--- config.mk ---
export PLATFORM = sky130hd
export DESIGN_NAME = b14_top
export DESIGN_NICKNAME = d
export VERILOG_FILES = /design/src/verilog/b14_pkg.sv /design/src/verilog/b14_decode_if.sv /design/src/verilog/b14_control.sv /design/src/verilog/b14_pc.sv /design/src/verilog/b14_decode.sv /design/src/verilog/b14_regfile.sv /design/src/verilog/b14_alu.sv /design/src/verilog/b14_bus.sv /design/src/verilog/b14_top.sv
export VERILOG_INCLUDE_DIRS = /design/src /design/src/verilog
export SDC_FILE = /design/constraint.sdc
export NUM_CORES = 1
export LEC_CHECK = 0
export ABC_AREA = 1
export BUFFER_PORTS_ARGS = -buffer_cell sky130_fd_sc_hd__buf_2
export CORE_MARGIN = 4
export CORE_UTILIZATION = 40
export DETAILED_ROUTE_END_ITERATION = 8
export GPL_ROUTABILITY_DRIVEN = 0
export HOLD_SLACK_MARGIN = 0.06
export SKIP_LAST_GASP = 1
export SLEW_MARGIN = 20
export SYNTH_ARGS = -nofsm -noshare
export SYNTH_HDL_FRONTEND = slang
export SYNTH_HIERARCHICAL = 1
export SYNTH_SLANG_ARGS = --single-unit
--- constraint.sdc ---
create_clock -name clock -period 13.9 [get_ports clock]
set_clock_uncertainty 0.2 [all_clocks]
set_input_delay 2.085 -clock clock [delete_from_list [all_inputs] [get_ports clock]]
set_output_delay 2.085 -clock clock [all_outputs]
set_load 0.05 [all_outputs]
--- src/verilog/b14_config.svh ---
`ifndef B14_CONFIG_SVH
`define B14_CONFIG_SVH

// bus and word widths.
`define B14_ADDR_W     20
`define B14_DATA_W     32

// add, subtract and negate wrap here.
`define B14_ARITH_W    30

// pc step keeps the low bits, then adds.
`define B14_PC_KEEP_W  29
`define B14_PC_STEP    8

// instruction fields, lsb positions.
`define B14_SRC_LSB    29
`define B14_MODE_LSB   27
`define B14_DST_LSB    24
`define B14_CLASS_BIT  23
`define B14_FUNC_LSB   19  // overlaps tail bit 19.
`define B14_TAIL_W     20

`endif

--- src/verilog/b14_pkg.sv ---
`include "b14_config.svh"

package b14_pkg;

  typedef logic [`B14_DATA_W-1:0] word_t;
  typedef logic [`B14_ADDR_W-1:0] addr_t;

  typedef enum logic [1:0] {
    FETCH,
    LOAD_IR,
    OPERAND,
    EXEC
  } state_t;

  // catch-all first, then register ops and the store.
  typedef enum logic [2:0] {
    OP_NOP,
    OP_NEG,
    OP_LINK,
    OP_LOAD,
    OP_ADD,
    OP_SUB,
    OP_STORE
  } op_t;

  typedef enum logic [1:0] {
    MODE_IMM,
    MODE_DIRECT,
    MODE_IDX1,
    MODE_IDX2
  } mode_t;

  typedef enum logic [1:0] {R0, R1, R2, R3} reg_sel_t;  // r3 is the pc.

endpackage

--- src/verilog/b14_decode_if.sv ---
`timescale 1ns/100ps

interface b14_decode_if;
  import b14_pkg::*;

  op_t      op;
  mode_t    mode;
  reg_sel_t src;
  reg_sel_t dst;
  addr_t    tail;

  modport decoder (output op, mode, src, dst, tail);
  modport user (input op, mode, src, dst, tail);

endinterface

--- src/verilog/b14_control.sv ---
`timescale 1ns/100ps

module b14_control (
  input  logic            clock,
  input  logic            reset,
  b14_decode_if.user      dec,
  output b14_pkg::state_t state,
  output logic            step
);
  import b14_pkg::*;

  state_t next_state;
  logic   reg_op;
  logic   need_operand;

  assign reg_op = (dec.op == OP_NEG) || (dec.op == OP_LINK) || (dec.op == OP_LOAD) ||
                  (dec.op == OP_ADD) || (dec.op == OP_SUB);

  // decode is valid from datai already in LOAD_IR.
  assign need_operand = reg_op && (dec.mode != MODE_IMM);

  assign step = (state == LOAD_IR);

  always_comb
  begin
    case (state)
      FETCH:
        next_state = LOAD_IR;
      LOAD_IR:
        next_state = need_operand ? OPERAND : EXEC;
      OPERAND:
        next_state = EXEC;
      default:
        next_state = FETCH;
    endcase
  end

  always_ff @(posedge clock or posedge reset)
  begin
    if (reset)
      state <= FETCH;
    else
      state <= next_state;
  end

endmodule

--- src/verilog/b14_pc.sv ---
`timescale 1ns/100ps
`include "b14_config.svh"

module b14_pc (
  input  logic           clock,
  input  logic           reset,
  input  logic           step,
  input  logic           pc_load,
  input  b14_pkg::word_t pc_data,
  output b14_pkg::word_t pc
);
  import b14_pkg::*;

  word_t pc_next_step;

  // upper bits drop before the step.
  assign pc_next_step = word_t'(pc[`B14_PC_KEEP_W-1:0]) + word_t'(`B14_PC_STEP);

  always_ff @(posedge clock or posedge reset)
  begin
    if (reset)
      pc <= '0;
    else if (pc_load)
      pc <= pc_data;  // jump beats step.
    else if (step)
      pc <= pc_next_step;
  end

endmodule

--- src/verilog/b14_decode.sv ---
`timescale 1ns/100ps
`include "b14_config.svh"

module b14_decode (
  input  logic            clock,
  input  logic            reset,
  input  b14_pkg::state_t state,
  input  b14_pkg::word_t  datai,
  b14_decode_if.decoder   dec
);
  import b14_pkg::*;

  word_t      ir;
  word_t      raw;
  word_t      word;
  logic [2:0] dst_f;
  logic [3:0] func_f;
  logic       class_f;
  op_t        op_c;

  always_ff @(posedge clock or posedge reset)
  begin
    if (reset)
      ir <= '0;
    else if (state == LOAD_IR)
      ir <= datai;
  end

  // bypass so the sequencer sees the new word in LOAD_IR.
  assign raw  = (state == LOAD_IR) ? datai : ir;
  assign word = raw[`B14_DATA_W-1] ? -raw : raw;  // sign-magnitude fixup.

  assign dst_f   = word[`B14_DST_LSB +: 3];
  assign func_f  = word[`B14_FUNC_LSB +: 4];
  assign class_f = word[`B14_CLASS_BIT];

  always_comb
  begin
    op_c = OP_NOP;
    if (!class_f)
    begin
      if (dst_f == 3'd7)
        op_c = OP_STORE;
      else if (dst_f <= 3'd3)
        case (func_f)
          4'd0:                   op_c = OP_NEG;
          4'd1:                   op_c = OP_LINK;
          4'd2, 4'd3:             op_c = OP_LOAD;
          4'd4, 4'd5, 4'd8, 4'd10: op_c = OP_ADD;
          4'd6, 4'd7, 4'd9, 4'd11: op_c = OP_SUB;
          default:                op_c = OP_NOP;  // old shift group.
        endcase
    end
  end

  assign dec.op   = op_c;
  assign dec.src  = reg_sel_t'(word[`B14_SRC_LSB +: 2]);
  assign dec.mode = mode_t'(word[`B14_MODE_LSB +: 2]);
  assign dec.dst  = reg_sel_t'(dst_f[1:0]);
  assign dec.tail = word[`B14_TAIL_W-1:0];

endmodule

--- src/verilog/b14_regfile.sv ---
`timescale 1ns/100ps

module b14_regfile (
  input  logic           clock,
  input  logic           reset,
  input  logic           wb_en,
  input  b14_pkg::word_t pc,
  input  b14_pkg::word_t wb_data,
  b14_decode_if.user     dec,
  output b14_pkg::word_t r,
  output b14_pkg::word_t reg1,
  output b14_pkg::word_t reg2,
  output b14_pkg::word_t pc_data,
  output logic           pc_load
);
  import b14_pkg::*;

  word_t reg0;

  always_comb
  begin
    case (dec.src)
      R0:      r = reg0;
      R1:      r = reg1;
      R2:      r = reg2;
      default: r = pc;
    endcase
  end

  // link saves the stepped pc in reg2 while the pc takes m.
  assign pc_load = wb_en && ((dec.op == OP_LINK) || (dec.dst == R3));
  assign pc_data = wb_data;

  always_ff @(posedge clock or posedge reset)
  begin
    if (reset)
    begin
      reg0 <= '0;
      reg1 <= '0;
      reg2 <= '0;
    end
    else if (wb_en)
    begin
      if (dec.op == OP_LINK)
        reg2 <= pc;
      else
        case (dec.dst)
          R0:      reg0 <= wb_data;
          R1:      reg1 <= wb_data;
          R2:      reg2 <= wb_data;
          default: ;  // r3 goes out as pc_load.
        endcase
    end
  end

endmodule

--- src/verilog/b14_alu.sv ---
`timescale 1ns/100ps
`include "b14_config.svh"

module b14_alu (
  input  b14_pkg::state_t state,
  input  b14_pkg::word_t  datai,
  input  b14_pkg::word_t  r,
  input  b14_pkg::word_t  pc,
  b14_decode_if.user      dec,
  output logic            wb_en,
  output b14_pkg::word_t  wb_data
);
  import b14_pkg::*;

  word_t                   m;
  logic [`B14_ARITH_W-1:0] sum;
  logic [`B14_ARITH_W-1:0] diff;
  logic [`B14_ARITH_W-1:0] neg;

  // memory operand is on datai during EXEC.
  assign m = (dec.mode == MODE_IMM) ? word_t'(dec.tail) : datai;

  assign sum  = r[`B14_ARITH_W-1:0] + m[`B14_ARITH_W-1:0];
  assign diff = r[`B14_ARITH_W-1:0] - m[`B14_ARITH_W-1:0];
  assign neg  = '0 - m[`B14_ARITH_W-1:0];

  always_comb
  begin
    wb_en = 1'b0;
    wb_data = m;
    case (dec.op)
      OP_NEG:
      begin
        wb_en = 1'b1;
        wb_data = word_t'(neg);
      end
      OP_LINK, OP_LOAD:
        wb_en = 1'b1;  // link writes m into the pc.
      OP_ADD:
      begin
        wb_en = 1'b1;
        wb_data = word_t'(sum);
      end
      OP_SUB:
      begin
        wb_en = 1'b1;
        wb_data = word_t'(diff);
      end
      default:
        wb_data = pc;  // stores and nops write nothing.
    endcase
    if (state != EXEC)
      wb_en = 1'b0;
  end

endmodule

--- src/verilog/b14_bus.sv ---
`timescale 1ns/100ps
`include "b14_config.svh"

module b14_bus (
  input  b14_pkg::state_t state,
  input  b14_pkg::word_t  pc,
  input  b14_pkg::word_t  r,
  input  b14_pkg::word_t  reg1,
  input  b14_pkg::word_t  reg2,
  b14_decode_if.user      dec,
  output b14_pkg::addr_t  addr,
  output logic            rd,
  output logic            wr,
  output b14_pkg::word_t  datao
);
  import b14_pkg::*;

  addr_t ea;

  // indexed sums wrap at the bus width.
  always_comb
  begin
    case (dec.mode)
      MODE_IDX1: ea = dec.tail + reg1[`B14_ADDR_W-1:0];
      MODE_IDX2: ea = dec.tail + reg2[`B14_ADDR_W-1:0];
      default:   ea = dec.tail;
    endcase
  end

  assign addr  = (state == FETCH) ? pc[`B14_ADDR_W-1:0] : ea;
  assign rd    = (state == FETCH) || (state == OPERAND);
  assign wr    = (state == EXEC) && (dec.op == OP_STORE);
  assign datao = wr ? r : '0;

endmodule

--- src/verilog/b14_top.sv ---
`timescale 1ns/100ps

module b14_top (
  input  logic        clock,
  input  logic        reset,
  input  logic [31:0] datai,
  output logic [19:0] addr,
  output logic        rd,
  output logic        wr,
  output logic [31:0] datao
);
  import b14_pkg::*;

  state_t state;
  logic   step;
  logic   wb_en;
  logic   pc_load;
  word_t  wb_data;
  word_t  pc_data;
  word_t  pc;
  word_t  r;
  word_t  reg1;
  word_t  reg2;

  b14_decode_if dec ();

  b14_control u_control (
    .clock (clock),
    .reset (reset),
    .dec   (dec.user),
    .state (state),
    .step  (step)
  );

  b14_pc u_pc (
    .clock   (clock),
    .reset   (reset),
    .step    (step),
    .pc_load (pc_load),
    .pc_data (pc_data),
    .pc      (pc)
  );

  b14_decode u_decode (
    .clock (clock),
    .reset (reset),
    .state (state),
    .datai (datai),
    .dec   (dec.decoder)
  );

  b14_regfile u_regfile (
    .clock   (clock),
    .reset   (reset),
    .wb_en   (wb_en),
    .pc      (pc),
    .wb_data (wb_data),
    .dec     (dec.user),
    .r       (r),
    .reg1    (reg1),
    .reg2    (reg2),
    .pc_data (pc_data),
    .pc_load (pc_load)
  );

  b14_alu u_alu (
    .state   (state),
    .datai   (datai),
    .r       (r),
    .pc      (pc),
    .dec     (dec.user),
    .wb_en   (wb_en),
    .wb_data (wb_data)
  );

  b14_bus u_bus (
    .state (state),
    .pc    (pc),
    .r     (r),
    .reg1  (reg1),
    .reg2  (reg2),
    .dec   (dec.user),
    .addr  (addr),
    .rd    (rd),
    .wr    (wr),
    .datao (datao)
  );

endmodule

==> metrics.txt <==
status finished clean; cell taking the most area after synthesis dfrtp_1; sequential share of the synthesized area 0.250; Die W between 200 and 250 microns; DRT Wirelength 61.4 mm; WHS Endpoint u_regfile/reg2[26]; Reg2Reg Depth 43; largest cells by area after synthesis dfrtp_1 (25%), nand2_1 (22%), inv_1 (6.9%); first drt pass iteration count 5; Max FO, Critical Path 31; Initial DRC Count around 1800; Ant. Diodes 0; Root Buffer clkbuf_16; Core Footprint between 30000 and 40000 sq um; Post-synth EDFFs 0; vias 17400; Ports 88; CTS tree built; synth unique cells 53; Max Cap Viol 0; hpwl dp 44.6 mm; RSZ-0062 raised after global routing no; DR WL/cell 19.4 microns; Syn Std Cell Area 16200 sq um; share of layout cells above drive strength 1 0.123; CP Launch Type input port; initial antenna violation count 0; WP data arrival about 6.9 ns; first-pass GRT wire length between 90 and 100 mm; Critical Path Max Stage Delay 0.79 ns; HP Class reg -> reg; Most common cell on crit path nand2_1; Fillers 4235; Clock transition at path regs about 0.060 ns; cts bufs inserted 17; synthesis-to-finish area growth 7.02%; largest net degree at the start of global routing 66; row count 73; Slew Limit Fails 0; Via-to-Cell Ratio about 5.5; critical path data required time about 12 ns; CP max stage cell nand2_1; most common cell in the synthesized netlist nand2_1; FMAX between 100 and 150 MHz; setup TNS 0 ns; Seq cells post-synth approximately 160; Initial Util 0.406; # H-tree levels 4; PostCTS Resize Cnt 0; fin nets ~2700; Post-synth top flop dfrtp_1; Hold Crit Depth 2; reg2reg end u_regfile/reg2[13]; share of the synthesized area in the top cell type 0.250; r2r startpoint u_control/state[1]; min-delay src u_regfile/reg2[26]; CTS Sinks between 150 and 200; synth cell count leaders nand2_1 (932), inv_1 (298), nor2_1 (215); final setup violation count 0; Worst Tran Pin Value 1.07 ns; port bufs 87; Max transition margin 0.282; die area 43800 sq um; GRT Util Overall 0.274; Mapped Cells 2631; WS Path Type in -> out; Syn Nets ~2700; clk buf depth 2; syn avg cell area approximately 6.2 sq um; FF-to-FF setup slack approximately 6.1 ns; grt ovf 0; clock period minus worst slack ~9.2 ns; Tcrit/Tclk final 0.659; YS warnings 6; vias in the first global route 16000; Post-DRT Antenna Nets 0; hold_buf cts 0; Die H around 210 microns; final hold vios 0; async set-or-reset flop fraction in the synthesized netlist 1.00; CP Capture Type output port; worst-skew pair later-pin latency around 0.46 ns; # Post-CTS Setup Buffers 0; drt drc 0
layout by cell type (no fill, tap or decap), drive strengths merged, types with 7 or more instances in the layout:
cell / netlist / layout
nand2: 989 / 989
inv: 315 / 320
nor2: 258 / 258
o21ai: 194 / 194
dfrtp: 162 / 162
nand3: 158 / 158
buf: 83 / 109
a21oi: 86 / 86
nand4: 79 / 79
ha: 57 / 57
xor2: 37 / 37
mux2: 19 / 19
nor3: 18 / 18
clkbuf: 44 / 17
xnor2: 17 / 17
a22oi: 17 / 17
or2: 17 / 17
nand3b: 14 / 14
o21bai: 12 / 12
a31oi: 9 / 9
o22ai: 7 / 7
o211ai: 7 / 7
cells by family after synthesis:
group / after synthesis / synth area share
and+or+nand+nor: 1539 / 0.417
buffers and inverters: 445 / 0.121
AOI/OAI and AO/OA: 353 / 0.123
DFF: 162 / 0.250
adders and majority gates: 59 / 0.0465
xor gates and xnor gates: 54 / 0.0292
muxes: 19 / 0.0132
layer usage:
layer,up-vias,track usage,part of all wire
met5,-,0,0
met4,0,0.113,0.044
met3,136,0.0430,0.084
met2,751,0.424,0.43
met1,8165,0.381,0.44
li1,8368,-,-
worst max path at each step:
stage / start / endpoint / slack (ns)
6_report: datai[1] / addr[12] / 4.74
5_1_grt: datai[1] / addr[16] / 4.32
4_1_cts: datai[0] / addr[12] / 4.80
3_5_place_dp: datai[0] / addr[12] / 4.82
3_3_place_gp: datai[0] / addr[12] / 4.89
2_1_floorplan: datai[1] / addr[2] / 5.55
registers in the layout, indices dropped and copies added (netlist names):
register / cells
u_pc/pc: 32
u_regfile/reg2: 32
u_regfile/reg0: 32
u_regfile/reg1: 32
u_control/state: 2
u_decode/ir: 32
layout make-up:
class / count / area (sq um) / area share
Sequential cell: 162 / 4050 / 0.234
Tap cell: 525 / 657 / 0.0379
Clock buffer: 17 / 425 / 0.0245
Timing Repair Buffer: 109 / 601 / 0.0346
Clock inverter: 14 / 201 / 0.0116
Inverter: 317 / 1190 / 0.0689
Multi-Input combinational cell: 2024 / 10200 / 0.589
critical path, delay by kind of cell:
family	cells	cell delay [ns]
mux	1	0.42
simple gates	16	2.25
buf+inv	6	0.81
compound gates	1	0.21
fa+ha+maj	3	0.89
xor+xnor	1	0.17
per-stage QoR:
step	hold WS, ns	worst slack [ns]	std cells	utilization	area, sq um
after floorplan	0.249	5.55	2631	-	16200
after global placement	0.263	4.89	3137	0.419	16700
after detailed placement	0.265	4.82	3137	0.419	16700
after CTS	0.283	4.80	3168	0.435	17300
after global routing	0.298	4.32	3168	0.435	17300
final	0.283	4.74	3168	0.435	17300
Power is not shown: default switching activity piles up to over one toggle a cycle in this logic, so the estimate is an artifact.
